$ cat config.mk
export PLATFORM = sky130hd
export DESIGN_NAME = cache_ctrl
export DESIGN_NICKNAME = d
export VERILOG_FILES = /design/src/common/cache_pkg.sv /design/src/logic/cache_ctrl.sv
export VERILOG_INCLUDE_DIRS = /design/src /design/src/common
export SDC_FILE = /design/constraint.sdc
export NUM_CORES = 1
export LEC_CHECK = 0
export ABC_CLOCK_PERIOD_IN_PS = 1700
export BUFFER_PORTS_ARGS = -buffer_cell sky130_fd_sc_hd__buf_2
export CAP_MARGIN = 25
export CORE_ASPECT_RATIO = 0.8
export CORE_MARGIN = 8
export CORE_UTILIZATION = 27
export DETAILED_ROUTE_END_ITERATION = 12
export HOLD_SLACK_MARGIN = 0.02
export PLACE_DENSITY = 0.79
export SYNTH_ARGS = -nofsm -noshare
export SYNTH_HDL_FRONTEND = slang
export SYNTH_SLANG_ARGS = --single-unit
$ cat constraint.sdc
create_clock -name clk -period 1.7 [get_ports clk]
set_input_delay 0.085 -clock clk [delete_from_list [all_inputs] [get_ports clk]]
set_output_delay 0.085 -clock clk [all_outputs]
set_load 0.05 [all_outputs]
$ cat src/common/cache_macros.svh
`ifndef CACHE_MACROS_SVH
`define CACHE_MACROS_SVH

// ************************************************
// cache geometry
// ************************************************

`define CACHE_LINES     32 // direct mapped, one way
`define WORDS_PER_LINE  8  // 16 bytes per line
`define OFFSET_BITS     4  // byte offset inside a line
`define INDEX_BITS      5  // selects one of the lines
`define TAG_BITS        7  // whatever is left of the 16-bit address

// ************************************************
// backing memory
// ************************************************

// read latency in cycles from mem_read to memory_data_valid
`define MEM_LATENCY     4

`endif

$ cat src/common/cache_pkg.sv
`include "cache_macros.svh"

package cache_pkg;

	// ************************************************
	// address and data vectors
	// ************************************************

	typedef logic [15:0] addr_t; // byte address as seen by the processor
	typedef logic [15:0] word_t; // one data word, two bytes

	// an address splits into tag, index and offset from the top down
	typedef logic [`TAG_BITS-1:0] tag_t;
	typedef logic [`INDEX_BITS-1:0] index_t;
	typedef logic [`OFFSET_BITS-1:0] offset_t; // bit 0 stays clear for word accesses

	// ************************************************
	// miss fill controller
	// ************************************************

	// FILL_IDLE waits for a load miss
	// FILL_BUSY issues the eight reads and collects the returning words
	// FILL_TAG writes tag and valid once the last word is in the data array
	typedef enum logic [1:0] {
		FILL_IDLE,
		FILL_BUSY,
		FILL_TAG
	} fill_state_t;

endpackage

$ cat src/logic/cache_ctrl.sv
`timescale 1ns/1ps

`include "cache_macros.svh"

module cache_ctrl (
	input  logic               clk,
	input  logic               rst_n,
	input  logic               req_valid,
	input  logic               req_write,
	input  cache_pkg::addr_t   req_addr,
	input  cache_pkg::word_t   req_wdata,
	input  logic               stall, // from the fill FSM
	input  logic               hit, // lookup result for req_addr
	input  logic               write_data_array, // fill word is present this cycle
	input  cache_pkg::addr_t   base_addr,
	input  cache_pkg::offset_t cache_write_block_offset,
	input  cache_pkg::word_t   mem_rdata, // returning fill word
	input  cache_pkg::word_t   rword, // cached word at req_addr
	output logic               dwen,
	output cache_pkg::index_t  dindex,
	output cache_pkg::offset_t doffset,
	output cache_pkg::word_t   dwdata,
	output logic               mem_write,
	output cache_pkg::addr_t   mem_write_addr,
	output cache_pkg::word_t   mem_write_data,
	output cache_pkg::word_t   rdata,
	output logic               rdata_valid
);

	logic accept; // request taken this cycle
	logic load_accept;
	logic store_hit;

	assign accept      = req_valid && !stall;
	assign load_accept = accept && !req_write; // accepted loads always hit
	assign store_hit   = accept && req_write && hit;

	// ************************************************
	// write through to memory
	// ************************************************

	// every accepted store reaches memory whether it hit or not
	assign mem_write      = accept && req_write;
	assign mem_write_addr = req_addr;
	assign mem_write_data = req_wdata;

	// ************************************************
	// data array write port
	// ************************************************

	// stores are held off during a fill so the two sources never collide
	assign dwen    = write_data_array || store_hit;
	assign dindex  = write_data_array ? base_addr[`OFFSET_BITS +: `INDEX_BITS]
	                                  : req_addr[`OFFSET_BITS +: `INDEX_BITS];
	assign doffset = write_data_array ? cache_write_block_offset
	                                  : req_addr[`OFFSET_BITS-1:0];
	assign dwdata  = write_data_array ? mem_rdata : req_wdata;

	// ************************************************
	// load response
	// ************************************************

	always_ff @(posedge clk) begin
		if (!rst_n) begin
			rdata_valid <= 1'b0;
		end else begin
			rdata_valid <= load_accept; // exactly one cycle after acceptance
		end
	end

	always_ff @(posedge clk) begin
		if (load_accept) begin
			rdata <= rword; // holds the last load value until the next load
		end
	end

endmodule

; ---- After elaboration in Yosys (flattened, before gate mapping)
; Index checks and enable logic that the tools add are counted.
[op_classes]
add_sub_neg = 0
n_mul = 0
n_div = 0
n_lt_le_gt_ge = 0
n_eq_ne = 0
shift = 0
muxes = 3
bitwise = 0
n_reduce_logical = 7
[ops]
columns = cell, n
row1 = 16-bit 2-to-1 mux, 1
row2 = 5-bit 2-to-1 mux, 1
row3 = 1-bit logical AND, 4
row4 = 4-bit 2-to-1 mux, 1
row5 = 1-bit zero test, 2
row6 = 1-bit logical OR, 1
[word_totals]
regBits = 17
latchBits = 0
ram_bits = 0
mem_bits_ro = 0
output_inout_bits = 76
n_memories = 0

; ---- Logic depth before layout (Yosys ltp)
; Gate-level depths: netlist of run 1.
[logic_depth]
word_depth = 5
ltp_mapped = 3

; ---- Least setup slack after synthesis of run 1
; OpenSTA, ideal clock, no wires.
[synth_timing]
kind = input to register
start = input stall
end = register rdata[0], enable pin
arrival_ns = 1.371
setup_slack_ns = -0.086
stages = 1
path_buffers = 0
cell_sequence = nor3b_1
[synth_via]
elab_chain_len = 3
[synth_lines]
columns = element, line
row1 = from (decl), cache_ctrl.sv:12  ; input logic stall,
row2 = 1-bit zero test, cache_ctrl.sv:34  ; assign accept = req_valid && !stall;
row3 = 1-bit logical AND, cache_ctrl.sv:34
row4 = 1-bit logical AND, cache_ctrl.sv:35  ; assign load_accept = accept && !req_write;
row5 = to (signal assigned), cache_ctrl.sv:73  ; rdata <= rword;
row6 = to (decl), cache_ctrl.sv:26  ; output cache_pkg::word_t rdata,
; Every way passes these cells.
; A chain may end at the register's enable or synchronous reset.

; ---- Final worst setup path of run 1
[layout_timing]
start = input write_data_array
end = output dwdata[14]
[layout_via]
elab_chain_len = 1
[layout_lines]
columns = element, line
row1 = from (decl), cache_ctrl.sv:14  ; input logic write_data_array,
row2 = 16-bit 2-to-1 mux, cache_ctrl.sv:57  ; assign dwdata = write_data_array ? mem_rdata : req_wdata;
row3 = to (decl), cache_ctrl.sv:22  ; output cache_pkg::word_t dwdata,
; Every way passes these cells.

==> results of run 1 <==
## cell usage in the layout, fill, tap and decap left out
cell type,instances
mux2_4,19
clkbuf_8,3
mux2_2,6
and2_1,1
buf_2,141
nor3b_2,1
buf_12,1
and3_1,1
dlygate4sd3_1,13
dfxtp_1,1
buf_4,1
edfxtp_1,16
inv_1,1
clkinv_2,1
a41o_1,1
## worst max-delay path by stage
stage / from / endpoint / slack [ns] / cells past startpoint
after floorplan: stall / rdata[0] / 0.49 / 1
after global placement: write_data_array / dindex[4] / 0.46 / 4
after detailed placement: write_data_array / dindex[4] / 0.45 / 4
after CTS: write_data_array / dindex[4] / 0.45 / 4
after global routing: write_data_array / dindex[4] / 0.40 / 4
final: write_data_array / dwdata[14] / 0.45 / 4
## cell type report
cell class / count / area (sq um)
multi-input combinational: 29 / 387.9
fill: 383 / 2305
clock inverter: 1 / 5.005
tap: 57 / 71.32
inverter: 1 / 3.754
timing repair buffer: 156 / 863.3
clock buffer: 3 / 41.29
sequential: 17 / 500.5
## flip-flops by register name (all words and copies together) (netlist names)
| signal | count |
|---|---|
| rdata | 16 |
| rdata_valid | 1 |
## power groups by stage
stage	Combinational, mW	Sequential, mW	Clock, mW
after floorplan	0.494	0.559	0
after global placement	0.650	0.491	0
after detailed placement	0.656	0.492	0
after CTS	0.674	0.483	0.293
after global routing	0.704	0.484	0.314
final	0.675	0.483	0.281
## layer usage
| metal | vias up | GRT usage [%] | share of wire, % |
|---|---|---|---|
| met5 | - | 0 | 0 |
| met4 | 0 | 1.287 | 0.12 |
| met3 | 2 | 6.574 | 14 |
| met2 | 87 | 17.92 | 47 |
| met1 | 478 | 11.67 | 39 |
| li1 | 508 | - | - |
## through the flow
| step | cell area, sq um | cells |
|---|---|---|
| 3_5_place_dp | 1697 | 247 |
| 3_3_place_gp | 1697 | 247 |
| 2_1_floorplan | 1184 | 82 |
| 5_1_grt | 1873 | 264 |
| 6_report | 1873 | 264 |
| 4_1_cts | 1833 | 260 |
## cell families (layout without fill, tap and decap cells)
kind of cell	Yosys count	in the layout	share of synthesized area (%)
AND/OR/NAND/NOR	3	3	1.699
flip-flops	17	17	42.46
multiplexers	25	25	29.94
buffers and inverters	36	161	25.05
AO/OA/AOI/OAI	1	1	0.8493
## what timing repair did
item                                   4_1_cts  5_1_grt
resized for setup                            0        0
hold buffers                                 9        4
endpoints found under the hold margin        9        4
==> flow_summary.toml, run 1 <==
[outcome]
outcome = "completed"

[cells_and_area]
diodes = 0
drive_gt1_share_pct = 83.57
nets = 299
post-route-util_pct = 44.83
syn2layout_area_growth_pct = 58.92

[floorplan]
fp.dieW_um = 89.87
die-area_sq_um = 6749
start_util_pct = 28.21
rows = 21
die_h_um = 75.10
ioPinCount = 167
core_area_sq_um = 4178

[yosys]
ys.flop_type = "edfxtp_1"
syn_inst = 82
synth_edf_count = 16
syn_avg_cell_area_sq_um = 14.37
synth_top_area_share_pct = 40.76
synth.distinct_cells = 12
synth_area_sq_um = 1179
async_flop_share_pct = 0
synth_warnings = 0
yosys-top-cells-area = "edfxtp_1 (41%), mux2_4 (24%), buf_4 (20%)"
synth_area_leader_cell = "edfxtp_1"
synth_most_common_cell = "buf_4"
synth_fp_nets = 173
ys_ff_latch = 17
seq_area_frac_synth_pct = 42.46
yosys-top-cells-count = "buf_4 (32), mux2_4 (19), edfxtp_1 (16)"

[setup_path]
crit_type = "input port to output port"
crit_chain = "buf_2 -> buf_12 -> mux2_2 -> buf_2"
crit_fanout = 16
cpMaxStageDelayCell = "mux2_2"
crit_arrival_ns = 1.16
crit_top_cell = "buf_2"
cp_top_family = "buffers and inverters"
worstPathBufferInverterCount = 3
startpoint_type = "input port"
crit_path_end_kind = "output port"
cp_slowest_stage_delay_ns = 0.34
worstPathRequired_ns = 1.62

[grt]
grt_pass1_wl_mm = 5.892
grt_pass1_vias = 1224
gr-total-overflow = 0
grt_max_degree = 18
antenna_found_initial = 0
grtUsageTotal_pct = 10.66

[power_and_ir_drop]
pwr-share-seq_pct = 33.6
intPower_uw = 854.1
power_mw = 1.438
powerDensity_nw_per_um2 = 768.0
p_leak_nw = 1.010
net-switching-power_uw = 584.4
swShare_pct = 40.63
power_frac_clock_pct = 19.5
peakVddDrop_mv = 0.3106
p_comb_share_pct = 46.9

[sta]
worstMarginPinSlew_ns = 0.3586
rsz0062_at_grt = "no"
max_clock_freq_mhz = 801.7
min_period_ns = 1.247
whs_ns = 0.02458
hold_viol_final = 0
period_share_pct = 73.37
tns_ns = 0
finalSetupViolCount = 0
post-route-worst-setup-slack_ns = 0.4526
relSlewSlack_pct = 76.09
slew_violations = 0

[hold_path]
hp-class = "input port to flip-flop"
hold-path-endpoint = "rdata[0]"
hold_path_depth = 1
hold_start = "rword[0]"

[routing]
wl_per_cell_um = 15.28
totalWireLength_mm = 4.033
drtAntennaViolNets = 0
drt_first_pass_iters = 4
drcViolationCount = 0
drt-vias-per-instance = 4.072
drtIter0Drc = 11
vias = 1075

[placement]
port_buffers = 141
place_hpwl_mm = 3.622
dp_slack_ns = 0.4526
gp_congestion = 0.7662

[cts]
cts_setup_buffers = 0
cts_num_sinks = 17
clockRootBuffer = "clkbuf_8"
cts_tree = "done"
cts_buffer_depth = 2
clk_pin_slew_ns = 0.06
cts_buffers = 3
htree_num_levels = 1

[run]
drv_cap = 0
Power figures use the tool's default switching activity.
==> inputs of run 2 (changes only) <==
Settings changed: ABC_CLOCK_PERIOD_IN_PS 1700 to 1160, CORE_UTILIZATION 27 to 30, PLACE_DENSITY 0.79 to 0.83.
Clock period 1.7 ns to 1.16 ns, I/O delays scaled along.
==> run 2 against run 1 <==
Net effect:
- critical path depth is the same
- count of clock-buffer cells in the layout did not move
- core utilization grew 6.4 points
- flip-flop and latch count did not move
- worst setup slack got worse by 0.28 ns
- final cell count is 1.1% higher
- critical endpoint is now dwdata[10]
- die area down 8.1%
- combinational power up 50%
- global-route usage grew 2.0 points
- worst hold slack improved by 0.092 ns
- sequential power is 47% higher
==> flow_summary.toml, run 2 (synthesized netlist as in run 1, its figures left out) <==
[cts]
clockRootBuffer = "clkbuf_8"
cts_num_sinks = 17
cts_resized = 0
cts_setup_buffers = 0
cts_buffer_depth = 2
cts_buffers = 3
cts_tree = "done"
htree_num_levels = 1

[floorplan]
core_area_sq_um = 3779
rows = 20
die_h_um = 72.06
die-area_sq_um = 6203
start_util_pct = 31.19
fp.dieW_um = 86.08
ioPinCount = 167

[power_and_ir_drop]
p_leak_nw = 1.038
peakVddDrop_mv = 0.4892
power_mw = 2.130
powerDensity_nw_per_um2 = 1100

[sta]
slew_violations = 0
worstMarginPinSlew_ns = 0.2689
relSlewSlack_pct = 82.20
whs_ns = 0.1161
tns_ns = 0
max_clock_freq_mhz = 1012
hold_viol_final = 0
rsz0062_at_grt = "no"
min_period_ns = 0.9878
period_share_pct = 85.15
finalSetupViolCount = 0

[setup_path]
critPathLaunch = "write_data_array"
worstPathRequired_ns = 1.10
crit_path_end_kind = "output port"
startpoint_type = "input port"
crit_arrival_ns = 0.93
crit_type = "input port to output port"
crit_fanout = 10

[cells_and_area]
diodes = 0
seqCellArea_sq_um = 500.5
drive_gt1_share_pct = 82.08
largest_reg_flops = 16
multi_input_area_sq_um = 394.1
mostFrequentLayoutCells = "buf_2 (141), mux2_4 (19), dlygate4sd3_1 (17), edfxtp_1 (16), mux2_2 (6)"
final_common_cell = "buf_2"
reg_top3 = "rdata x16, rdata_valid x1"
nets = 304
fillers = 309
syn2layout_area_growth_pct = 64.33
fin_area_sq_um = 1937
top_register = "rdata"

[placement]
gp_congestion = 0.7489
port_buffers = 141
place_area_sq_um = 1720
place_hpwl_mm = 3.379

[routing]
vias = 1100
totalWireLength_mm = 4.072
drtIter0Drc = 20
wl_per_cell_um = 15.25
drt-vias-per-instance = 4.120
drt_first_pass_iters = 4
drcViolationCount = 0
drtAntennaViolNets = 0

[hold_path]
hp-class = "input port to output port"
hold_path_depth = 0
hold_start = "req_addr[10]"
hold-path-endpoint = "mem_write_addr[10]"

[grt]
grt_max_degree = 18
grtUsageTotal_pct = 12.67
grt_pass1_wl_mm = 6.285
antenna_found_initial = 0
grt_pass1_vias = 1265
gr-total-overflow = 0

[outcome]
outcome = "completed"

[run]
drv_cap = 0
[run 2: changes by cell type in the layout (fill, tap and decap cells not counted), sizes merged]
cell         delta
dlygate4sd3     +4
buf             +1
[run 2: worst max-delay path, stage by stage]
cell    delay (ns)
buf_2         0.12
buf_4         0.22
mux2_4        0.32
buf_2         0.21
[run 2: metal layers]
layer | routed length, um | GRT usage [%] | part of all wire (%) | up-vias
met1 | 1397 | 11.03 | 34 | 492
met3 | 592 | 7.449 | 15 | 2
met2 | 2062 | 24.21 | 51 | 88
met4 | 19 | 2.907 | 0.47 | 0
met5 | 0 | 0 | 0 | -
li1 | - | - | - | 518
[run 2: worst max-delay path by stage]
stage	endpoint	slack (ns)	cells past startpoint
4_1_cts	dwdata[9]	0.18	4
5_1_grt	dwdata[10]	0.14	4
2_1_floorplan	rdata[0]	0.20	1
3_5_place_dp	dwdata[9]	0.18	4
3_3_place_gp	dwdata[12]	0.19	4
6_report	dwdata[10]	0.17	4
[run 2: cell type report]
cell class | count | share of cell area, %
Timing Repair Buffer | 161 | 47.67
Inverter | 1 | 0.1938
Sequential cell | 17 | 25.84
Clock inverter | 1 | 0.2584
Tap cell | 55 | 3.553
Clock buffer | 3 | 2.132
Multi-Input combinational cell | 29 | 20.35
[run 2: per-stage QoR]
| stage | std cells | util [%] | worst slack, ns |
|---|---|---|---|
| after detailed placement | 246 | 45.53 | 0.1773 |
| after floorplan | 82 | - | 0.1954 |
| after global routing | 267 | 51.26 | 0.1379 |
| after global placement | 246 | 45.53 | 0.1911 |
| final | 267 | 51.26 | 0.1722 |
| after CTS | 267 | 51.26 | 0.1754 |
[run 2: where the power goes]
| group | switching [mW] | internal [mW] | total (mW) |
|---|---|---|---|
| Clock | 0.176 | 0.238 | 0.413 |
| Sequential | 0.00720 | 0.702 | 0.710 |
| Combinational | 0.679 | 0.328 | 1.01 |
[run 2: what timing repair did]
action | 4_1_cts | 5_1_grt
endpoints found under the setup margin | 0 | 0
hold buffers | 17 | 0
hold endpoints to repair | 17 | 0
