==> src/common/cache_macros.svh <==
`ifndef CACHE_MACROS_SVH
`define CACHE_MACROS_SVH

// ************************************************
// cache geometry
// ************************************************

`define CACHE_LINES     32 // direct mapped, one way
`define WORDS_PER_LINE  8  // 16 bytes per line
`define OFFSET_BITS     4  // byte offset inside a line
`define INDEX_BITS      5  // selects one of the lines
`define TAG_BITS        7  // whatever is left of the 16-bit address

// ************************************************
// backing memory
// ************************************************

// read latency in cycles from mem_read to memory_data_valid
`define MEM_LATENCY     4

`endif

==> src/common/cache_pkg.sv <==
`include "cache_macros.svh"

package cache_pkg;

	// ************************************************
	// address and data vectors
	// ************************************************

	typedef logic [15:0] addr_t; // byte address as seen by the processor
	typedef logic [15:0] word_t; // one data word, two bytes

	// an address splits into tag, index and offset from the top down
	typedef logic [`TAG_BITS-1:0] tag_t;
	typedef logic [`INDEX_BITS-1:0] index_t;
	typedef logic [`OFFSET_BITS-1:0] offset_t; // bit 0 stays clear for word accesses

	// ************************************************
	// miss fill controller
	// ************************************************

	// FILL_IDLE waits for a load miss
	// FILL_BUSY issues the eight reads and collects the returning words
	// FILL_TAG writes tag and valid once the last word is in the data array
	typedef enum logic [1:0] {
		FILL_IDLE,
		FILL_BUSY,
		FILL_TAG
	} fill_state_t;

endpackage

==> src/cache/cache_fill_fsm.sv <==
`timescale 1ns/1ps

`include "cache_macros.svh"

module cache_fill_fsm (
	input  logic              clk,
	input  logic              rst_n,
	input  logic              miss_detected, // load lookup missed this cycle
	input  cache_pkg::addr_t  req_addr, // address of the stalled load
	input  logic              memory_data_valid, // a fill word is on mem_rdata
	output logic              stall, // holds the requester
	output logic              fsm_busy, // high for the whole fill
	output logic              mem_read, // one read per cycle until the line is requested
	output cache_pkg::addr_t  mem_read_addr,
	output logic              write_data_array, // fill word goes into the data array
	output cache_pkg::offset_t cache_write_block_offset,
	output logic              write_tag_array, // one cycle pulse after the last word
	output cache_pkg::addr_t  base_addr // line aligned miss address
);

	localparam int AW = $bits(cache_pkg::addr_t);

	cache_pkg::fill_state_t state_q;
	cache_pkg::addr_t       base_q;
	cache_pkg::offset_t     rd_off_q; // offset of the next read to issue
	cache_pkg::offset_t     wr_off_q; // offset of the next word to land
	logic                   read_done_q; // all eight reads have gone out

	// one extra bit on top catches the wrap past the last word of the line
	logic [`OFFSET_BITS:0]  rd_sum;
	logic [`OFFSET_BITS:0]  wr_sum;

	assign rd_sum = {1'b0, rd_off_q} + (`OFFSET_BITS+1)'(2);
	assign wr_sum = {1'b0, wr_off_q} + (`OFFSET_BITS+1)'(2);

	// ************************************************
	// outputs
	// ************************************************

	assign fsm_busy = (state_q != cache_pkg::FILL_IDLE);

	// a fresh miss stalls in the same cycle, before the FSM has left idle
	assign stall = miss_detected | fsm_busy;

	assign mem_read = (state_q == cache_pkg::FILL_BUSY) && !read_done_q;
	assign mem_read_addr = base_q + AW'(rd_off_q); // base is aligned so this never carries

	// memory only returns data for reads issued by this FSM
	assign write_data_array = (state_q == cache_pkg::FILL_BUSY) && memory_data_valid;
	assign cache_write_block_offset = wr_off_q;

	assign write_tag_array = (state_q == cache_pkg::FILL_TAG);
	assign base_addr = base_q;

	// ************************************************
	// state and offset counters
	// ************************************************

	always_ff @(posedge clk) begin
		if (!rst_n) begin
			state_q     <= cache_pkg::FILL_IDLE;
			rd_off_q    <= '0;
			wr_off_q    <= '0;
			read_done_q <= 1'b0;
		end else begin
			case (state_q)
				cache_pkg::FILL_IDLE: begin
					if (miss_detected) begin
						state_q <= cache_pkg::FILL_BUSY; // base_q is captured alongside
					end
				end
				cache_pkg::FILL_BUSY: begin
					// the read side runs ahead of the write side by the memory latency
					if (mem_read) begin
						rd_off_q <= rd_sum[`OFFSET_BITS-1:0];
						if (rd_sum[`OFFSET_BITS]) begin
							read_done_q <= 1'b1; // last read issued, stop requesting
						end
					end
					if (write_data_array) begin
						wr_off_q <= wr_sum[`OFFSET_BITS-1:0];
						if (wr_sum[`OFFSET_BITS]) begin
							state_q <= cache_pkg::FILL_TAG; // eighth word just landed
						end
					end
				end
				cache_pkg::FILL_TAG: begin
					// tag goes in this cycle so the retried load hits next cycle
					rd_off_q    <= '0;
					wr_off_q    <= '0;
					read_done_q <= 1'b0;
					state_q     <= cache_pkg::FILL_IDLE;
				end
				default: begin
					state_q <= cache_pkg::FILL_IDLE;
				end
			endcase
		end
	end

	// the miss address is only taken when a new fill starts
	always_ff @(posedge clk) begin
		if ((state_q == cache_pkg::FILL_IDLE) && miss_detected) begin
			base_q <= {req_addr[AW-1:`OFFSET_BITS], {`OFFSET_BITS{1'b0}}};
		end
	end

endmodule

==> config.mk <==
export PLATFORM = sky130hd
export DESIGN_NAME = cache_fill_fsm
export DESIGN_NICKNAME = d
export VERILOG_FILES = /design/src/common/cache_pkg.sv /design/src/cache/cache_fill_fsm.sv
export VERILOG_INCLUDE_DIRS = /design/src /design/src/common
export SDC_FILE = /design/constraint.sdc
export NUM_CORES = 1
export LEC_CHECK = 0
export ABC_AREA = 1
export BUFFER_PORTS_ARGS = -buffer_cell sky130_fd_sc_hd__clkbuf_2
export CORE_MARGIN = 8
export CORE_UTILIZATION = 25
export CTS_CLUSTER_DIAMETER = 120
export CTS_CLUSTER_SIZE = 24
export DETAILED_ROUTE_END_ITERATION = 12
export GPL_ROUTABILITY_DRIVEN = 1
export GPL_TIMING_DRIVEN = 0
export HOLD_SLACK_MARGIN = 0.06
export PLACE_DENSITY_LB_ADDON = 0.2
export SETUP_SLACK_MARGIN = 0.05
export SYNTH_ARGS = -nofsm -noshare
export SYNTH_HDL_FRONTEND = slang
export SYNTH_SLANG_ARGS = --single-unit
==> constraint.sdc <==
create_clock -name clk -period 2.5 [get_ports clk]
set_input_delay 0.25 -clock clk [delete_from_list [all_inputs] [get_ports clk]]
set_output_delay 0.25 -clock clk [all_outputs]
set_load 0.05 [all_outputs]
Yosys cells after proc, flatten, opt, wreduce, memory -nomap -nowiden
Cells that the tools add are included.

Bitwise operators: 1. Equality and inequality tests: 7. Muxes and demuxes: 11. Reduce and logical (&&, ||, !) cells: 11. $add $sub $neg: 3.

Operator list (count): 16-bit by 4-bit adder with 16-bit output (1); 4-bit case mux with 2 select lines (2); 4-bit by 2-bit adder with 5-bit output, second input constant (2); 2-bit != test, second input constant (5); 4-bit 2-to-1 mux (2); 2-bit 2-to-1 mux (3); 3-bit AND reduction (2); 2-bit case mux with 2 select lines (1); 2-bit AND reduction (2); 2-bit nonzero test (2); 1-bit logical AND (3); 2-bit by 1-bit equality test with 1-bit output, second input constant (1); 2-bit equality test, second input constant (1); 2-bit logical NOT (1); 1-bit 2-to-1 mux (2); 1-bit case mux with 2 select lines (1); 1-bit logical NOT (1); 1-bit bitwise OR (1).

Input bits: 20. Register bits: 23.

Logic depth before layout (Yosys ltp)
Gate-level depths: netlist (run 1).

Depth after elaboration: 4. Mapped depth: 6. Mapped depth without buffers: 6.

Worst setup path after synthesis (run 1)
OpenSTA, ideal clock, no wires.

Kind: register to output. Start point: register state_q[0]. End point: output port stall. Path buffers: 0. Arrival: 1166 ps. Setup slack: 1084 ps. Cell stages (with the launch flop): 4. Data required time: 2250 ps. Path through: dfxtp_1 > nor2_1 > inv_1 > or2_2.

Cells in the longest elaborated chain, start to end: 2.

Ends and longest elaborated chain: start: declaration (line cache_fill_fsm.sv:23) `cache_pkg::fill_state_t state_q;`; start signal: assignment (line cache_fill_fsm.sv:61) `state_q <= cache_pkg::FILL_IDLE;`; start signal: assignment (line cache_fill_fsm.sv:69) `state_q <= cache_pkg::FILL_BUSY;`; start signal: assignment (line cache_fill_fsm.sv:83) `state_q <= cache_pkg::FILL_TAG;`; 2-bit nonzero test (line cache_fill_fsm.sv:40) `assign fsm_busy = (state_q != cache_pkg::FILL_IDLE);`; via fsm_busy (line cache_fill_fsm.sv:12) `output logic fsm_busy,`; 1-bit bitwise OR (line cache_fill_fsm.sv:43) `assign stall = miss_detected | fsm_busy;`; end: declaration (line cache_fill_fsm.sv:11) `output logic stall,`.

The timed path passes the listed nets, and every way through them passes these cells.

Worst setup path in the final report (run 1)
Start point: register state_q[0]. End point: output port stall.

Cells in the longest elaborated chain, start to end: 2.

Ends and longest elaborated chain (line): 2-bit nonzero test (cache_fill_fsm.sv:40); 1-bit bitwise OR (cache_fill_fsm.sv:43).

No other way between the ends.

==> reports/qor.tcl, run 1 <==
set qor(outcome) {completed}
set qor(syn_area_um2) 967.2
set qor(finalHoldViolCount) 0
set qor(area_of_the_multi_input_gates_um2) 276.5
set qor(highest_count_cells_in_the_layout_ignoring_fill_and_taps) {50 x sky130_fd_sc_hd__clkbuf_2, 18 x sky130_fd_sc_hd__buf_4, 12 x sky130_fd_sc_hd__edfxtp_1}
set qor(chipWidth_um) 78.20
set qor(slew_viol_final) 0
set qor(grt.overflow.total) 0
set qor(p_total_mw) 0.8517
set qor(hold_class) {in2reg}
set qor(n_antenna_cell) 0
set qor(timing.critical_path.fanout_max) 6
set qor(syn_to_final_growth_pct) 38.68
set qor(grt_first_pass_wirelength_um) 3581
set qor(critical_path_arrival_ns) 1.36
set qor(grt_max_degree) 13
set qor(critical_path.top_delay_family) {simple AND/OR/NAND/NOR gates}
set qor(synthDistinctLibCells) 24
set qor(place.gp.congestion) 0.7164
set qor(clkSinkCount) 21
set qor(cts_root_buf) {sky130_fd_sc_hd__clkbuf_8}
set qor(drt-initial-drc-count) 4
set qor(vias) 782
set qor(critical_path_source_type) {flip-flop}
set qor(setup_viol_count_final) 0
set qor(ios) 61
set qor(drtPass1Iterations) 4
set qor(synth.ff_latch_count) 21
set qor(post_route_cells_drive_above_1_share_pct) 56.95
set qor(critPathCaptureType) {primary output}
set qor(cts_tree) {yes}
set qor(clock_tree.buffer_depth) 2
set qor(num-fill-cells) 388
set qor(critical_path.n_buffers_inverters) 2
set qor(core_area_mm2) 0.003689
set qor(resized_gates_after_cts) 0
set qor(synth_warnings) 0
set qor(buffer_ports.inserted) 50
set qor(fmaxAchievable_ghz) 0.6221
set qor(setup.worst_path.class) {reg2out}
set qor(final.period_utilization_pct) 64.30
set qor(height_of_the_chip_um) 78.20
set qor(fin_tns_setup_ns) 0
set qor(worst_setup_hold_path_clk_slew_ns) 0.08
set qor(required_worst_endpoint_ns) 2.25
set qor(vias_in_the_first_global_route) 740
set qor(final_common_cell) {sky130_fd_sc_hd__clkbuf_2}
set qor(dpl_wire_length_um) 1847
set qor(reg2reg_slack_ns) 1.19
set qor(synth_seq_area_share_pct) 55.89
set qor(power-per-cell-area_mw_per_mm2) 635.0
set qor(postCtsSetupBuffers) 0
set qor(antenna_violating_nets_post_route) 0
set qor(drc) 0
set qor(rsz0062_at_grt) {false}
set qor(max_cap_violations) 0
set qor(ff_latch_area_um2) 540.5
set qor(critical_path.slowest_cell) {sky130_fd_sc_hd__dfxtp_1}
set qor(pwr-share-comb_pct) 27.1
set qor(htree_levels) 1
set qor(route.detailed.vias_per_inst) 3.930
set qor(vdd_ir_drop_max_mv) 0.2444
set qor(drt_wl_total_um) 2178
set qor(initial_core_util_pct) 26.22
set qor(power_frac_seq_pct) 46.7
set qor(cts-buffers-inserted) 3
set qor(timing.clock.skew_ns) 0.0009035
set qor(hold_fix_buffers_at_cts) 0
set qor(wl_per_cell_um) 10.94
set qor(critical_path.cell_chain) {nor2_1 > inv_1 > or2_2 > clkbuf_2}
set qor(antenna_found_initial) 0
set qor(power.leakage_nw) 0.6879
set qor(max_stage_delay_ns) 0.38
set qor(postSynthCellCount) 92
set qor(internal_power_mw) 0.5563
set qor(timing.final.crit_period_ns) 1.607
set qor(worst_skew_pair.late_latency_ns) 0.26
set qor(row_count) 22
set qor(swShare_pct) 34.68
set qor(fp.dieArea_mm2) 0.006115
set qor(clock_network_fraction_of_design_power_pct) 26.2
set qor(nets) 174
set qor(p_sw_mw) 0.2954
set qor(track_usage_pct) 7.111
set qor(syn_area_per_cell_um2) 10.51
-- synth_stat cells --
cell type                  count  area [um2]
sky130_fd_sc_hd__a21oi_2       1       8.760
sky130_fd_sc_hd__a21oi_1       4       20.02
sky130_fd_sc_hd__nand2_2       2       12.51
sky130_fd_sc_hd__conb_1        1       3.750
sky130_fd_sc_hd__nand3b_1      1       7.510
sky130_fd_sc_hd__o21ai_2       1       8.760
sky130_fd_sc_hd__edfxtp_1     12       360.4
sky130_fd_sc_hd__nand4_1       1       6.260
sky130_fd_sc_hd__nand2_4       1       11.26
sky130_fd_sc_hd__nor2_1        4       15.01
sky130_fd_sc_hd__inv_1         5       18.77
sky130_fd_sc_hd__nor2_4        1       11.26
sky130_fd_sc_hd__nand2_1      11       41.29
sky130_fd_sc_hd__o21ai_1       1       5.000
sky130_fd_sc_hd__nor2_2        2       12.51
sky130_fd_sc_hd__dfxtp_1       9       180.2
sky130_fd_sc_hd__buf_4        18       135.1
sky130_fd_sc_hd__inv_2         4       15.01
sky130_fd_sc_hd__nor3_1        1       5.000
sky130_fd_sc_hd__ha_1          2       25.02
sky130_fd_sc_hd__nand3_2       2       20.02
sky130_fd_sc_hd__or2_2         1       6.260
sky130_fd_sc_hd__a21boi_0      1       7.510
sky130_fd_sc_hd__nand3_1       6       30.03
-- stage by stage --
stage               cell area (um2)  cells  hold slack (ns)  util (%)  worst slack, ns
CTS                            1341    199           0.1493     36.36           0.8685
detailed placement             1296    195           0.4288     35.14            1.167
finish                         1341    199           0.1612     36.36           0.8926
floorplan                     985.9     97           0.3489         -            1.084
global route                   1341    199           0.1509     36.36           0.8002
global placement               1296    195           0.4272     35.14            1.173
-- metal layers --
layer	track usage [%]	vias to the layer above	part of all wire (%)
li1	-	395	-
met1	7.796	343	41
met2	10.85	42	43
met3	4.442	2	15
met4	2.778	0	0.96
met5	0	-	0
-- power groups by stage --
| stage | registers [mW] | clock network (mW) | logic [mW] |
|---|---|---|---|
| floorplan | 0.459 | 0 | 0.129 |
| global placement | 0.405 | 0 | 0.231 |
| detailed placement | 0.406 | 0 | 0.233 |
| CTS | 0.398 | 0.236 | 0.233 |
| global route | 0.401 | 0.241 | 0.245 |
| finish | 0.398 | 0.223 | 0.231 |
-- cell families (layout without fill, tap and decap cells) --
kind of cell / Yosys count / count (layout) / synth area share, %
AO/OA/AOI/OAI: 8 / 8 / 5.175
adder cells (fa/ha/maj): 2 / 2 / 2.587
buffers and inverters: 27 / 81 / 17.46
flip-flops: 21 / 21 / 55.89
other: 1 / 6 / 0.3877
AND/OR/NAND/NOR: 33 / 33 / 18.50
-- state kept, by name (all words and copies together) (netlist names) --
signal / count
base_addr: 12
cache_write_block_offset: 3
rd_off_q: 3
read_done_q: 1
state_q: 2
-- path summary, 6_finish.rpt --
check	from	endpoint	depth (start not counted)
setup / recovery	state_q[0]	stall	4
hold / removal	req_addr[9]	base_addr[9]	1
setup reg to reg	state_q[0]	base_addr[6]	3
hold reg to reg	read_done_q	read_done_q	2
-- final cells by class --
type | instances | area share, %
multi-input combinational | 49 | 20.62
inverter | 9 | 2.519
tap | 48 | 4.478
timing repair buffer | 50 | 18.66
buffer | 18 | 10.07
sequential | 21 | 40.30
clock buffer | 4 | 3.358
(Power assumes the default switching activity.)
==> run 2, diff against run 1 <==
Clock period 2.5 ns to 1.5 ns, I/O delays scaled along.
==> run 2 against run 1 <==
  * Clock power up 66%
  * Wire length up 7.8%
  * Flip-flop and latch count unchanged
  * Non-clock buffer count up 10
==> reports/qor.tcl, run 2 (synthesis results as in run 1) <==
set qor(fin_tns_setup_ns) 0
set qor(place.gp.congestion) 0.7164
set qor(highest_count_cells_in_the_layout_ignoring_fill_and_taps) {48 x sky130_fd_sc_hd__clkbuf_2, 18 x sky130_fd_sc_hd__buf_4, 12 x sky130_fd_sc_hd__edfxtp_1}
set qor(postCtsSetupBuffers) 0
set qor(critical_path.startpoint) {state_q[1]}
set qor(post_route_cells_drive_above_1_share_pct) 55.28
set qor(clock_tree.buffer_depth) 2
set qor(antenna_found_initial) 0
set qor(drt_wl_total_um) 2348
set qor(vias) 820
set qor(power_frac_seq_pct) 45.9
set qor(final_critical_path_setup_slack_ns) 0.1134
set qor(grt_max_degree) 13
set qor(htree_levels) 1
set qor(grt.overflow.total) 0
set qor(cts_root_buf) {sky130_fd_sc_hd__clkbuf_8}
set qor(syn_to_final_growth_pct) 50.71
set qor(critPathCapture) {stall}
set qor(finalHoldViolCount) 0
set qor(chipWidth_um) 78.20
set qor(timing.final.crit_period_ns) 1.387
set qor(final.period_utilization_pct) 92.44
set qor(setup.worst_path.class) {reg2out}
set qor(nets) 184
set qor(timing.clock.skew_ns) 0.002038
set qor(core_area_mm2) 0.003689
set qor(height_of_the_chip_um) 78.20
set qor(buffer_ports.inserted) 50
set qor(swShare_pct) 34.39
set qor(p_sw_mw) 0.4977
set qor(outcome) {completed}
set qor(fp.dieArea_mm2) 0.006115
set qor(internal_power_mw) 0.9494
set qor(initial_core_util_pct) 26.22
set qor(clkSinkCount) 21
set qor(max_cap_violations) 0
set qor(critical_path_arrival_ns) 1.24
set qor(power-per-cell-area_mw_per_mm2) 992.7
set qor(vdd_ir_drop_max_mv) 0.4089
set qor(drt-initial-drc-count) 7
set qor(row_count) 22
set qor(grt_first_pass_wirelength_um) 3926
set qor(dp_slack_ns) 0.1671
set qor(drc) 0
set qor(fmaxAchievable_ghz) 0.7212
set qor(clock_network_fraction_of_design_power_pct) 25.6
set qor(ios) 61
set qor(power.leakage_nw) 0.7346
set qor(worst_skew_pair.late_latency_ns) 0.26
set qor(num-fill-cells) 378
set qor(timing.critical_path.fanout_max) 3
set qor(pwr-share-comb_pct) 28.5
set qor(required_worst_endpoint_ns) 1.35
set qor(rsz0062_at_grt) {false}
set qor(worst-r2r-cell-count) 3
set qor(finish.utilization_pct) 39.52
set qor(antenna_violating_nets_post_route) 0
set qor(reg2reg_slack_ns) 0.26
set qor(largest_register_ff_count) 12
set qor(timing.rr.end) {base_addr[12]}
set qor(worst_setup_hold_path_clk_slew_ns) 0.08
set qor(setup_viol_count_final) 0
set qor(hold_class) {in2reg}
set qor(critical_path_source_type) {flip-flop}
set qor(slew_viol_final) 0
set qor(n_antenna_cell) 0
set qor(cts-buffers-inserted) 3
set qor(cts_tree) {yes}
set qor(route.detailed.vias_per_inst) 3.923
set qor(dpl_wire_length_um) 1847
set qor(track_usage_pct) 7.749
set qor(final_common_cell) {sky130_fd_sc_hd__clkbuf_2}
set qor(critPathCaptureType) {primary output}
set qor(wl_per_cell_um) 11.23
set qor(drtPass1Iterations) 4
set qor(timing.rr.start) {state_q[1]}
set qor(vias_in_the_first_global_route) 797
-- run 2: power groups by stage --
stage / sequential [mW] / combinational [mW] / clock [mW]
detailed placement: 0.677 / 0.388 / 0
floorplan: 0.766 / 0.215 / 0
CTS: 0.665 / 0.414 / 0.394
finish: 0.665 / 0.412 / 0.370
global route: 0.669 / 0.438 / 0.403
global placement: 0.675 / 0.386 / 0
-- run 2: critical path, stage by stage (launching register included) --
cell	delay, ns
sky130_fd_sc_hd__dfxtp_2	0.35
sky130_fd_sc_hd__nor2_2	0.12
sky130_fd_sc_hd__inv_1	0.05
sky130_fd_sc_hd__or2_2	0.27
sky130_fd_sc_hd__clkbuf_8	0.18
-- run 2: layout make-up --
| type | count | area [um2] | area share (%) |
|---|---|---|---|
| repair buffers | 60 | 361.6 | 24.81 |
| clock buffers | 4 | 45.04 | 3.090 |
| inverters | 9 | 33.78 | 2.318 |
| plain buffers | 18 | 135.1 | 9.270 |
| multi-input cells | 49 | 279.0 | 19.14 |
| flip-flops and latches | 21 | 543.0 | 37.25 |
| well taps | 48 | 60.06 | 4.120 |
-- run 2: worst min path at each step --
stage          slack (ns)          from  cells past startpoint       endpoint
2_1_floorplan        0.25  req_addr[10]                      0  base_addr[10]
3_3_place_gp         0.33  req_addr[15]                      1  base_addr[15]
3_5_place_dp         0.33   req_addr[6]                      1   base_addr[6]
4_1_cts              0.06  req_addr[14]                      1  base_addr[14]
5_1_grt              0.07  req_addr[14]                      1  base_addr[14]
6_report             0.07  req_addr[14]                      1  base_addr[14]
-- run 2: timing repair --
item / CTS / global route
gates resized for setup: 4 / 3
hold buffers: 10 / 0
setup endpoints to repair: 2 / 2
endpoints found under the hold margin: 10 / 0
-- run 2: stage by stage --
step,total power [mW],hold slack [ns],cells,instance area (um2)
after floorplan,0.9805,0.2489,97,985.9
after global placement,1.061,0.3272,195,1296
after detailed placement,1.065,0.3288,195,1296
after CTS,1.472,0.06382,209,1454
after global routing,1.510,0.07299,209,1458
final,1.447,0.06933,209,1458
-- run 2: layer usage --
| layer | GRT usage [%] | routed length, um | vias up |
|---|---|---|---|
| li1 | - | - | 415 |
| met1 | 8.737 | 967 | 361 |
| met2 | 12.10 | 1031 | 42 |
| met3 | 4.214 | 327 | 2 |
| met4 | 2.778 | 21 | 0 |
| met5 | 0 | 0 | - |
