==> config.mk <==
export PLATFORM = sky130hd
export DESIGN_NAME = cache_tag_array
export DESIGN_NICKNAME = d
export VERILOG_FILES = /design/src/common/cache_pkg.sv /design/src/cache/cache_tag_array.sv
export VERILOG_INCLUDE_DIRS = /design/src /design/src/common
export SDC_FILE = /design/constraint.sdc
export NUM_CORES = 1
export LEC_CHECK = 0
export ABC_AREA = 1
export BUFFER_PORTS_ARGS = -buffer_cell sky130_fd_sc_hd__buf_4
export CORE_MARGIN = 3
export CORE_UTILIZATION = 55
export DETAILED_ROUTE_END_ITERATION = 10
export GPL_TIMING_DRIVEN = 0
export HOLD_SLACK_MARGIN = 0.05
export PLACE_DENSITY = 0.77
export SYNTH_ARGS = -nofsm -noshare
export SYNTH_HDL_FRONTEND = slang
export SYNTH_SLANG_ARGS = --single-unit
==> constraint.sdc <==
create_clock -name clk -period 2.1 [get_ports clk]
set_input_delay 0.21 -clock clk [delete_from_list [all_inputs] [get_ports clk]]
set_output_delay 0.21 -clock clk [all_outputs]
set_load 0.005 [all_outputs]
==> src/common/cache_macros.svh <==
`ifndef CACHE_MACROS_SVH
`define CACHE_MACROS_SVH

// ************************************************
// cache geometry
// ************************************************

`define CACHE_LINES     32 // direct mapped, one way
`define WORDS_PER_LINE  8  // 16 bytes per line
`define OFFSET_BITS     4  // byte offset inside a line
`define INDEX_BITS      5  // selects one of the lines
`define TAG_BITS        7  // whatever is left of the 16-bit address

// ************************************************
// backing memory
// ************************************************

// read latency in cycles from mem_read to memory_data_valid
`define MEM_LATENCY     4

`endif

==> src/common/cache_pkg.sv <==
`include "cache_macros.svh"

package cache_pkg;

	// ************************************************
	// address and data vectors
	// ************************************************

	typedef logic [15:0] addr_t; // byte address as seen by the processor
	typedef logic [15:0] word_t; // one data word, two bytes

	// an address splits into tag, index and offset from the top down
	typedef logic [`TAG_BITS-1:0] tag_t;
	typedef logic [`INDEX_BITS-1:0] index_t;
	typedef logic [`OFFSET_BITS-1:0] offset_t; // bit 0 stays clear for word accesses

	// ************************************************
	// miss fill controller
	// ************************************************

	// FILL_IDLE waits for a load miss
	// FILL_BUSY issues the eight reads and collects the returning words
	// FILL_TAG writes tag and valid once the last word is in the data array
	typedef enum logic [1:0] {
		FILL_IDLE,
		FILL_BUSY,
		FILL_TAG
	} fill_state_t;

endpackage

==> src/cache/cache_tag_array.sv <==
`timescale 1ns/1ps

`include "cache_macros.svh"

module cache_tag_array (
	input  logic             clk,
	input  logic             rst_n,
	input  logic             req_valid,
	input  logic             req_write,
	input  cache_pkg::addr_t req_addr, // lookup address
	input  logic             write_tag_array, // fill finished, make the line valid
	input  cache_pkg::addr_t base_addr, // line that was just filled
	output logic             hit,
	output logic             miss_detected // only loads can miss, stores never allocate
);

	localparam int TAG_LSB = `OFFSET_BITS + `INDEX_BITS;

	logic [`CACHE_LINES-1:0] valid_q; // one bit per line
	cache_pkg::tag_t         tag_mem [`CACHE_LINES];

	cache_pkg::index_t req_index;
	cache_pkg::tag_t   req_tag;
	cache_pkg::index_t fill_index;
	cache_pkg::tag_t   fill_tag;

	// split both addresses into index and tag
	assign req_index  = req_addr[`OFFSET_BITS +: `INDEX_BITS];
	assign req_tag    = req_addr[TAG_LSB +: `TAG_BITS];
	assign fill_index = base_addr[`OFFSET_BITS +: `INDEX_BITS];
	assign fill_tag   = base_addr[TAG_LSB +: `TAG_BITS];

	// ************************************************
	// lookup
	// ************************************************

	assign hit = valid_q[req_index] && (tag_mem[req_index] == req_tag);

	// a store that misses goes straight to memory and never starts a fill
	assign miss_detected = req_valid && !req_write && !hit;

	// ************************************************
	// update
	// ************************************************

	always_ff @(posedge clk) begin
		if (!rst_n) begin
			valid_q <= '0; // every line starts out empty
		end else if (write_tag_array) begin
			valid_q[fill_index] <= 1'b1;
		end
	end

	always_ff @(posedge clk) begin
		if (write_tag_array) begin
			tag_mem[fill_index] <= fill_tag; // the old tag at this index is simply replaced
		end
	end

endmodule

# After elaboration in Yosys (flattened, before gate mapping)
# Memories as Yosys holds them, arrays and structs flattened.
# Cells that the tools add are included.
dict set report word_totals {
  elab_cells 19
  mem_count 1
  ram_bits 224
  in_bits 37
  out_inout_bits 2
  register_bits 32
}
dict set report op_classes {
  reduce_logical 6
  bitwise_logic 1
  n_eq_ne 1
  n_lt_le_gt_ge 3
  n_mux 6
}
# memory depth word_bits read_ports rd_ports_with_merged_regs write_ports line_no
set memory_table {}
lappend memory_table {tag_mem 32 7 1 0 1 cache_tag_array.sv:20} ;# cache_pkg::tag_t tag_mem [`CACHE_LINES];
# op n
set ops {}
lappend ops {{$or 32x32->32} 1}
lappend ops {{$lt 5x6->1 const B} 2}
lappend ops {{$eq 7x7->1} 1}
lappend ops {{$bmux 1 s5} 1}
lappend ops {{$demux 1 s5} 1}
lappend ops {{$ge 5x1->1 const B} 1}
lappend ops {{$logic_and 1x1->1} 4}
lappend ops {{$mux 1} 4}
lappend ops {{$logic_not 1->1} 2}

# Longest topological paths before layout
# Gate-level depths: netlist of the first run.
dict set report depth {
  ltp_word 5
  ltp_mapped 16
  ltp_nobuf 14
}

# Worst setup path after synthesis of the first run
# Ideal clock, no wire load.
dict set report synth_timing {
  path_kind {input -> output}
  from {input port req_addr[6]}
  to {output port miss_detected}
  arrival_ns 1.482
  slack_ns 0.408
  path_buffers 2
  cell_stages 14
  cell_sequence {clkbuf_1 inv_1 clkbuf_1 nand3_1 nand2_1 nand2_1 nand3_1 nand2_1 nand2_1 nand2_1 nor2_1 nand2_1 nor2_2 nor2_1}
}
dict set report synth_via {
  elab_chain_len 5
  elab_cells_between_ends 7
  cone_classes {eq/ne (1); mux (2); reduce/logical (3); memory (1)}
}
# item line_no
set synth_lines {}
lappend synth_lines {{start: declaration} cache_tag_array.sv:10} ;# input cache_pkg::addr_t req_addr,
lappend synth_lines {{$mem_v2 32x7 / $bmux 1 s5 (equally long branches)} -}
lappend synth_lines {{$eq 7x7->1 / $mux 1 (equally long branches)} cache_tag_array.sv:37} ;# assign hit = valid_q[req_index] && (tag_mem[req_index] == req_tag);
lappend synth_lines {{$logic_and 1x1->1 (*)} cache_tag_array.sv:37}
lappend synth_lines {{via hit} cache_tag_array.sv:13} ;# output logic hit,
lappend synth_lines {{$logic_not 1->1 (*)} cache_tag_array.sv:40} ;# assign miss_detected = req_valid && !req_write && !hit;
lappend synth_lines {{$logic_and 1x1->1 (*)} cache_tag_array.sv:40}
lappend synth_lines {{end: declaration} cache_tag_array.sv:14} ;# output logic miss_detected
# Mark *: on every way through the listed nets, which the timed path passes. The rest lies on a longest branch. The select of a mux whose other input is x is not followed.

# Final worst setup path of the first run
dict set report layout_timing {
  from {input port req_addr[5]}
  to {output port miss_detected}
}
dict set report layout_via {
  elab_chain_len 5
  elab_cells_between_ends 7
  cone_classes {eq/ne (1); mux (2); reduce/logical (3); memory (1)}
}
# item line_no
set layout_lines {}
lappend layout_lines {{$mem_v2 32x7 / $bmux 1 s5 (equally long branches)} -}
lappend layout_lines {{$eq 7x7->1 / $mux 1 (equally long branches)} cache_tag_array.sv:37}
lappend layout_lines {{$logic_and 1x1->1 (*)} cache_tag_array.sv:37}
lappend layout_lines {{$logic_not 1->1 (*)} cache_tag_array.sv:40}
lappend layout_lines {{$logic_and 1x1->1 (*)} cache_tag_array.sv:40}
# Mark *: on every way between the ends. The rest lies on a longest branch, timed or not. The select of a mux whose other input is x is not followed.

==> results of run 1 <==
## cell families after synthesis
group | Yosys count | synth area share
and+or+nand+nor | 654 | 0.260
DFF | 256 | 0.700
buffers and inverters | 81 | 0.0320
AOI/OAI and AO/OA | 17 | 0.00856
## placed cells by master (no fill, tap or decap), drive strengths merged
master       netlist  layout
buf               28      55
bufinv             0       1
clkbuf            26      63
clkinv             0       8
clkinvlp           0       1
dfxtp             32      32
dlygate4sd3        0       1
edfxtp           224     224
inv               27      28
nand2            311     311
nand3            193     193
nand3b             5       5
nor2             133     133
nor3              12      12
o211ai             2       2
o21ai             15      15
## sequential cells by signal, indices dropped and copies added, names as in the netlist
register,count
valid_q,32
tag_mem,224
## critical path, delay by kind of cell
kind | cells | cell delay [ns]
and+or+nand+nor | 9 | 0.89
buffers and inverters | 4 | 0.77
AOI/OAI and AO/OA | 2 | 0.37
## worst max path at each step
stage / from / endpoint / slack, ns / cells after the start
floorplan: req_addr[6] / miss_detected / 0.41 / 14
global placement: req_addr[5] / miss_detected / -0.49 / 15
detailed placement: req_addr[5] / miss_detected / -0.53 / 15
CTS: tag_mem[30][3] / miss_detected / -0.23 / 13
global route: tag_mem[12][2] / miss_detected / -0.39 / 13
finish: req_addr[5] / miss_detected / -0.37 / 15
## power by group through the flow
stage	clock network, mW	logic (mW)	registers [mW]
2_1_floorplan	0	0.424	5.71
3_5_place_dp	0	0.748	5.71
5_1_grt	4.56	0.890	5.61
6_report	4.35	0.838	5.60
3_3_place_gp	0	0.729	5.71
4_1_cts	4.35	0.782	5.60
## timing repair
action,in CTS,in global routing
hold endpoints to repair,2,0
resized for setup,53,48
setup endpoints to repair,2,2
pin swaps,21,31
hold buffers,1,0
## layer usage
layer  routed length (um)  global-route usage
met1                11100               0.398
met2                14100               0.461
met3                 4000              0.0612
met4                 1220               0.112
met5                    0                   0
## final cells by class
type	instances	area (um^2)	area share
clock inverter	11	77.6	0.00641
multi-input combinational	671	3030	0.251
buffer	54	305	0.0252
sequential	256	7370	0.609
tap	229	287	0.0237
timing repair buffer	28	213	0.0176
inverter	27	101	0.00837
clock buffer	37	713	0.0589
## per-stage QoR
stage	TNS, ns	cell area (um^2)	hold slack, ns	util
final	-0.677	12100	0.0973	0.658
after global routing	-0.722	12100	0.0977	0.658
after CTS	-0.402	12000	0.0869	0.650
after detailed placement	-1.00	11000	0.452	0.599
after global placement	-0.940	11000	0.445	0.599
after floorplan	0	10500	0.309	-
==> out/results.md, run 1 <==
Synth
• main flop type after synthesis: edfxtp_1
• share of synthesized registers carrying an async set or reset: 0
• number of synthesis warnings: 0
• Synth top area share: 0.639
• #FFs+latches synth: 256
• Yosys top cell by area: edfxtp_1
• synth top area cells: edfxtp_1, nand2_1, nand3_1, dfxtp_1, nor2_1
• synthesized cell area: 10500 um^2
• Synth Area per Inst: 10.4 um^2
• Seq/Total Area, Yosys: 0.700
• top cell types by occurrence after synthesis: nand2_1, edfxtp_1, nand3_1
• cell with the most instances after synthesis: nand2_1
• number of synthesized flops with an enable pin: 224
• syn nets: 1045
• distinct cell type count after synthesis: 16
• gate count of the mapped netlist: 1008

Floorplanning
• Die Ht: 144 um
• Die Footprint: 20800 um^2
• number of standard-cell rows in the floorplan: 49
• starting density of the core: 0.572
• number of primary I/O pins: 39
• Floorplan Core Area: 18400 um^2
• Die Width: 144 um

Global route
• pin count of the biggest net entering global routing: 33
• GRT Resource Usage Total: 0.290
• via count of the first global-routing pass: 7495
• GRT overflow: 0
• global-route wire length before repair: 44.2 mm
• initial antenna violation count: 0

Worst setup path
• type of the setup path with the least slack: input port to output pin
• Reg2Reg Launch Point: valid_q[1]
• CP Capture Type: output pin
• slowest stage delay, CP: 0.33 ns
• required time of the critical path: 1.89 ns
• most numerous cell on the critical path: nand2_1
• worst setup slack for register-to-register paths: 1.49 ns
• arrival time of data at the critical path endpoint: 2.26 ns
• CP max-delay cell: buf_2
• worst reg2reg path depth: 2
• worst flop-to-flop path endpoint: valid_q[1]
• element type at the critical path start: input port
• maximum net fanout on the critical path: 10
• cell-by-cell listing of the critical path: buf_4 > inv_2 > buf_2 > o21ai_0 > o211ai_1 > nand3_1 > nand2_1 > nand2_1 > nand2_1 > nand2_1 > nor2_1 > nand2_1 > nor2_2 > nor2_1 > buf_4

Layout
• total number of nets in the final design: 1101
• fraction of layout cells with a size suffix above 1: 0.149
• Final Non-Filler Cells: 1313
• number of antenna cells inserted: 0
• synthesis-to-finish area growth: 15.0%
• fill cell instance count of the final layout: 1361

Drt
• antenna violation net count after detailed routing: 0
• Pre-antenna DRT Iters: 5
• WL per Instance: 23.1 um
• via density per instance: 6.10
• total wirelength of the detailed-routed design: 30.4 mm
• DRC violations left: 0
• Starting DRT DRC Count: 1141
• vias after detailed routing: 8014

Outcome
• failing checks: negative setup slack
• result of the run: finished, violations left

Placed design
• routability congestion estimate from global placement: 0.925
• number of I/O port buffers: 27
• worst slack at placement: -0.529 ns
• HPWL reported at the end of detailed placement: 19.0 mm
• cell count after placement: 1264

Clock tree
• maximum count of clock buffers along a single path: 3
• clk_lat worst skew: 0.52 ns
• CTS tree: done
• deepest level of the CTS H-tree: 1
• # clock sinks: 256
• number of buffers created by CTS: 26
• number of setup buffers added after CTS: 0
• root cell of the clock tree: clkbuf_16
• clock slew at reported path FFs: 0.06 ns

STA
• least setup slack across all paths after layout: -0.366 ns
• Pins Over Slew Limit: 0
• final critical-path required period: 2.47 ns
• Tcrit/Tclk final: 1.17
• slew at the pin closest to its max-slew limit: 1.37 ns
• setup skew after layout: 0 ns
• final count of hold timing violations: 0
• number of failing setup endpoints in the final timing report: 2
• setup repair after global routing missed its margin: true
• Slew headroom: 0.0813
• f_max: 0.405 GHz

Hold path
• Worst Hold Depth: 1
• Hold Startpoint: base_addr[10]
• worst hold path class: input port to register
• sink of the worst hold path: tag_mem[16][1]

Pwr
• leakage power summed over all cells: 4.57 nW
• power density over the cells: 892 nW/um^2
• Psw: 2.48 mW
• IR drop worst, VDD: 637 uV
• clock share of power: 0.403
• Logic pwr share: 0.078
• switching share of power: 0.230
• Final Power: 10.8 mW
• cell internal pwr: 8.31 mW
• Flop pwr share: 0.519

Job
• max_cap viols: 0

Note: power is estimated with default switching activity, not from simulation.
==> inputs of run 2 (changes only) <==
- CORE_UTILIZATION: 55 -> 30
- PLACE_DENSITY: 0.77 -> 0.5
==> run 2 against run 1 <==
The flow still finishes with violations (negative setup slack); critical path depth shrank 3; register-to-register slack better by 0.02 ns; flip-flop and latch count unchanged; final cell count grew 17%; clock skew is the same; critical endpoint unchanged; via count decreased by 4.8%; sequential share of layout area fell by 1.0 points.
==> out/results.md, run 2 (synthesis results as in run 1) <==
Clock tree
• root cell of the clock tree: clkbuf_16
• deepest level of the CTS H-tree: 1, unchanged
• number of setup buffers added after CTS: 0, unchanged
• maximum count of clock buffers along a single path: 3, unchanged
• clk_lat worst skew: 0.54 ns, +0.02 ns
• number of buffers created by CTS: 29, +12%
• CTS tree: done
• # clock sinks: 256, unchanged
• clock slew at reported path FFs: 0.06 ns, about the same

Worst setup path
• worst setup slack for register-to-register paths: 1.51 ns, +0.02 ns
• element type at the critical path start: register
• cell-by-cell listing of the critical path: o21ai_0 > o211ai_1 > nand3_1 > nand2_1 > nand2_1 > nand2_2 > nand2_1 > nor2_1 > nand2_1 > nor2_4 > nor2_1 > buf_4
• type of the setup path with the least slack: register to output pin
• slowest stage delay, CP: 0.34 ns, about the same
• maximum net fanout on the critical path: 2, -8
• arrival time of data at the critical path endpoint: 2.24 ns, -0.02 ns
• most numerous cell on the critical path: nand2_1
• required time of the critical path: 1.89 ns, about the same
• CP max-delay cell: dfxtp_1
• CP Capture Type: output pin

Pwr
• power density over the cells: 913 nW/um^2, +2.4%
• Logic pwr share: 0.073, -0.005
• Psw: 2.62 mW, +5.5%
• cell internal pwr: 8.62 mW, +3.7%
• IR drop worst, VDD: 555 uV, -13%
• clock share of power: 0.428, +0.025
• switching share of power: 0.233, +0.00300
• Flop pwr share: 0.499, -0.020
• Final Power: 11.2 mW, +4.1%
• leakage power summed over all cells: 4.56 nW, -0.36%

STA
• Tcrit/Tclk final: 1.17, -0.00902
• Final TNS setup: -0.624 ns, +0.0533 ns
• least setup slack across all paths after layout: -0.347 ns, +0.0189 ns
• Pins Over Slew Limit: 0, unchanged
• final critical-path required period: 2.45 ns, -0.0190 ns
• Slew headroom: 0.135, +0.0541
• number of failing setup endpoints in the final timing report: 2, unchanged
• slew at the pin closest to its max-slew limit: 1.29 ns, -0.0809 ns
• setup repair after global routing missed its margin: true
• Worst Hold Slack: 0.0883 ns, -0.00904 ns
• final count of hold timing violations: 0, unchanged
• f_max: 0.409 GHz, +0.77%
• setup skew after layout: 0 ns, unchanged

Floorplanning
• starting density of the core: 0.309, -0.263
• Die Footprint: 37400 um^2, +79%
• number of primary I/O pins: 39, unchanged
• Die Width: 193 um, +34%
• number of standard-cell rows in the floorplan: 67, +37%
• Floorplan Core Area: 34000 um^2, +85%
• Die Ht: 193 um, +34%

Drt
• antenna violation net count after detailed routing: 0, unchanged
• Pre-antenna DRT Iters: 5, unchanged
• vias after detailed routing: 7626, -4.8%
• WL per Instance: 22.0 um, -5.0%
• DRC violations left: 0, unchanged
• Starting DRT DRC Count: 773, -32%
• via density per instance: 4.96, -19%
• total wirelength of the detailed-routed design: 33.8 mm, +11%

Layout
• Final Core Density: 0.362, -0.296
• Final Non-Filler Cells: 1538, +17%
• fill cell instance count of the final layout: 3500, +160%
• fraction of layout cells with a size suffix above 1: 0.116, -0.0339
• Top reg by flops: tag_mem
• number of antenna cells inserted: 0, unchanged
• storage element area: 7370 um^2, about the same
• commonest cells after routing, fill and taps aside: nand2_1, edfxtp_1, nand3_1
• area used by multi-input combinational logic: 2870 um^2, -5.3%
• number of flip-flops under the largest register name: 224, unchanged
• synthesis-to-finish area growth: 17.0%
• total number of nets in the final design: 1104, +0.27%
• largest registers ranked by flip-flop count: tag_mem x224, valid_q x32
• most common library cell in the layout ignoring fill and taps: nand2_1

Outcome
• result of the run: finished, violations left
• failing checks: negative setup slack

Global route
• via count of the first global-routing pass: 7426, -0.92%
• GRT Resource Usage Total: 0.176, -0.115
• pin count of the biggest net entering global routing: 33, unchanged
• global-route wire length before repair: 48.9 mm, +11%
• GRT overflow: 0, unchanged
• initial antenna violation count: 0, unchanged

Placed design
• number of I/O port buffers: 27, unchanged
• cell count after placement: 1483, +17%
• routability congestion estimate from global placement: 0.868, -6.1%
• HPWL reported at the end of detailed placement: 21.9 mm, +16%

Hold path
• worst hold path class: input port to register

Job
• max_cap viols: 0, unchanged

[run 2: what timing repair did]
item | CTS | global route
hold buffers | 1 | 0
cloned | 0 | 0
setup endpoints to repair | 2 | 2
hold endpoints to repair | 2 | 0
pin swaps | 5 | 3
gates resized for setup | 47 | 9
[run 2: path summary, 6_finish.rpt]
path / from / to / depth (start not counted)
worst max-delay path: valid_q[12] / miss_detected / 12
worst max register to register: valid_q[14] / valid_q[14] / 2
worst min register to register: valid_q[30] / valid_q[30] / 2
worst min-delay path: base_addr[12] / tag_mem[5][3] / 1
[run 2: power groups by stage]
stage	logic (mW)	registers, mW	clock network (mW)
6_report	0.824	5.60	4.81
3_5_place_dp	0.797	5.71	0
5_1_grt	0.899	5.61	5.05
3_3_place_gp	0.793	5.71	0
4_1_cts	0.822	5.60	4.87
2_1_floorplan	0.424	5.71	0
[run 2: layout make-up]
type / instances / area share
sequential: 256 / 0.599
clock buffer: 50 / 0.0678
tap: 448 / 0.0455
clock inverter: 4 / 0.00427
multi-input combinational: 671 / 0.233
buffer: 54 / 0.0245
inverter: 27 / 0.00823
timing repair buffer: 28 / 0.0176
[run 2: layer usage]
layer	share of wire	GRT usage	vias to the layer above
met5	0	0	-
met4	0.028	0.0546	0
met3	0.063	0.0221	64
li1	-	-	3571
met2	0.47	0.288	276
met1	0.44	0.245	3715
[run 2: metrics by stage]
step           instance area, um^2  setup WS [ns]
3_3_place_gp                 11300         -0.682
4_1_cts                      12300         -0.326
3_5_place_dp                 11300         -0.676
2_1_floorplan                10500          0.408
6_report                     12300         -0.347
5_1_grt                      12300         -0.488
[run 2: worst max-delay path, delay by kind of cell (launching register included)]
family	cells	cell delay, ns
AOI/OAI and AO/OA	2	0.31
buffers and inverters	1	0.13
DFF	1	0.34
and+or+nand+nor	9	0.91
==> inputs of run 3 (changes only) <==
- CORE_ASPECT_RATIO: not set -> 0.5
==> run 3 against run 2 <==
The run still ends with negative setup slack left; combinational power is 9.0% higher; die area is 0.37% higher; total power is 0.88% lower; largest cell class unchanged; first-iteration DRC count is 11% higher; setup slack better by 0.11 ns; hold slack better by 0.030 ns; count of clock-buffer cells in the layout is 14 lower; critical path type unchanged; utilization is 0.76 points higher; highest routed layer unchanged; non-clock buffer count stayed put; clock skew stayed put; critical endpoint unchanged.
==> out/results.md, run 3 (synthesis results as in run 1) <==
Global route
• GRT Resource Usage Total: 0.179, +0.00351
• via count of the first global-routing pass: 7260, -2.2%
• initial antenna violation count: 1, +1
• GRT overflow: 0, unchanged
• global-route wire length before repair: 49.5 mm, +1.2%
• pin count of the biggest net entering global routing: 33, unchanged

Worst setup path
• maximum net fanout on the critical path: 2, unchanged
• type of the setup path with the least slack: register to output pin
• element type at the critical path start: register
• arrival time of data at the critical path endpoint: 2.13 ns, -0.11 ns
• required time of the critical path: 1.89 ns, about the same
• CP Capture Type: output pin

Hold path
• worst hold path class: input port to register

Layout
• largest registers ranked by flip-flop count: tag_mem x224, valid_q x32
• final std cell area, no fill: 12500 um^2, +1.4%
• number of flip-flops under the largest register name: 224, unchanged
• number of antenna cells inserted: 0, unchanged
• Top reg by flops: tag_mem
• synthesis-to-finish area growth: 18.6%
• commonest cells after routing, fill and taps aside: nand2_1, edfxtp_1, nand3_1
• total number of nets in the final design: 1101, -0.27%
• most common library cell in the layout ignoring fill and taps: nand2_1
• fraction of layout cells with a size suffix above 1: 0.144, +0.0286

STA
• Final TNS setup: -0.432 ns, +0.193 ns
• final count of hold timing violations: 0, unchanged
• Pins Over Slew Limit: 0, unchanged
• final critical-path required period: 2.34 ns, -0.107 ns
• Slew headroom: 0.234, +0.0983
• Tcrit/Tclk final: 1.11, -0.0509
• f_max: 0.427 GHz, +4.6%
• slew at the pin closest to its max-slew limit: 1.15 ns, -0.147 ns
• number of failing setup endpoints in the final timing report: 2, unchanged
• setup repair after global routing missed its margin: true
• setup skew after layout: 0 ns, unchanged
• least setup slack across all paths after layout: -0.240 ns, +0.107 ns

Clock tree
• CTS tree: done
• clk_lat worst skew: 0.52 ns, -0.02 ns
• root cell of the clock tree: clkbuf_16
• number of buffers created by CTS: 26, -10%
• number of setup buffers added after CTS: 0, unchanged
• deepest level of the CTS H-tree: 1, unchanged
• maximum count of clock buffers along a single path: 3, unchanged
• # clock sinks: 256, unchanged
• clock slew at reported path FFs: 0.06 ns, about the same

Floorplanning
• starting density of the core: 0.311, +0.00203
• Die Ht: 138 um, -28%
• number of standard-cell rows in the floorplan: 47, -30%
• Die Width: 271 um, +40%
• number of primary I/O pins: 39, unchanged
• Die Footprint: 37500 um^2, +0.37%
• Floorplan Core Area: 33800 um^2, -0.65%

Drt
• DRC violations left: 0, unchanged
• WL per Instance: 22.1 um, +0.52%
• via density per instance: 4.96, about the same
• antenna violation net count after detailed routing: 0, unchanged
• vias after detailed routing: 7675, +0.64%
• Pre-antenna DRT Iters: 7, +2
• Starting DRT DRC Count: 856, +11%
• total wirelength of the detailed-routed design: 34.2 mm, +1.1%

Outcome
• failing checks: negative setup slack
• result of the run: finished, violations left

Placed design
• number of I/O port buffers: 27, unchanged
• instance area at placement: 11300 um^2, +0.19%
• HPWL reported at the end of detailed placement: 21.9 mm, about the same
• routability congestion estimate from global placement: 0.901, +3.7%

Pwr
• power density over the cells: 892 nW/um^2, -2.3%
• IR drop worst, VDD: 550 uV, -0.90%
• leakage power summed over all cells: 4.62 nW, +1.4%

Job
• max_cap viols: 0, unchanged

run 3: changes by cell type in the layout (fill, tap and decap cells not counted), moves of 6 or more:
cell / previous run / this run
nand3_1: 186 / 167
nand2_1: 308 / 300
nand2_2: 3 / 11
clkbuf_4: 2 / 9
clkbuf_2: 16 / 10
nand3_2: 7 / 26
buf_2: 18 / 7
clkbuf_1: 26 / 11
buf_4: 33 / 39
run 3: repair_timing:
| action | 4_1_cts | 5_1_grt |
|---|---|---|
| resized for setup | 96 | 14 |
| pin swaps | 18 | 5 |
| setup endpoints to repair | 2 | 2 |
| hold buffers | 1 | 0 |
| hold endpoints to repair | 2 | 0 |
run 3: critical path, stage by stage (launching register included):
cell,delay [ns]
dfxtp_1,0.33
nor2_1,0.05
nor2_1,0.07
o21ai_0,0.12
nand3_1,0.12
nand3_2,0.12
nand2_1,0.10
nand2_1,0.05
nand2_1,0.11
nand2_1,0.05
nor2_1,0.09
nand2_1,0.07
nor2_2,0.14
nor2_1,0.05
buf_4,0.13
run 3: metal layers:
metal  wire (um)  vias to the layer above  part of all wire  GRT usage
met1       15100                     3735              0.44      0.250
met3        2310                       64             0.067     0.0293
met4         978                        0             0.029     0.0544
met5           0                        -                 0          0
met2       15800                      328              0.46      0.289
li1            -                     3548                 -          -
run 3: power by group:
part	total (mW)	internal [mW]	switching, mW
clock network	4.64	2.72	1.91
registers	5.60	5.59	0.0155
logic	0.898	0.250	0.647
total	11.1	8.56	2.58
run 3: path summary, 6_finish.rpt:
kind | slack, ns | from | depth (start not counted) | endpoint
max reg2reg | 1.49 | valid_q[4] | 2 | valid_q[4]
min | 0.12 | base_addr[10] | 1 | tag_mem[17][1]
min reg2reg | 0.47 | valid_q[7] | 2 | valid_q[7]
max | -0.24 | valid_q[18] | 14 | miss_detected
run 3: area by class of cell:
class	instances	area, um^2
Clock inverter	10	100
Inverter	27	101
Clock buffer	36	749
Buffer	54	388
Timing Repair Buffer	28	213
Fill cell	3315	21300
Tap cell	465	582
Multi-Input combinational cell	671	2980
Sequential cell	256	7370
run 3: through the flow:
step,power (mW),instances,utilization,setup slack [ns],hold WS [ns]
final,11.1,1547,0.369,-0.240,0.118
after global routing,11.5,1547,0.369,-0.374,0.119
after floorplan,6.13,1008,-,0.408,0.309
after CTS,11.2,1547,0.368,-0.215,0.105
after global placement,6.53,1500,0.335,-0.710,0.445
after detailed placement,6.53,1500,0.335,-0.676,0.453
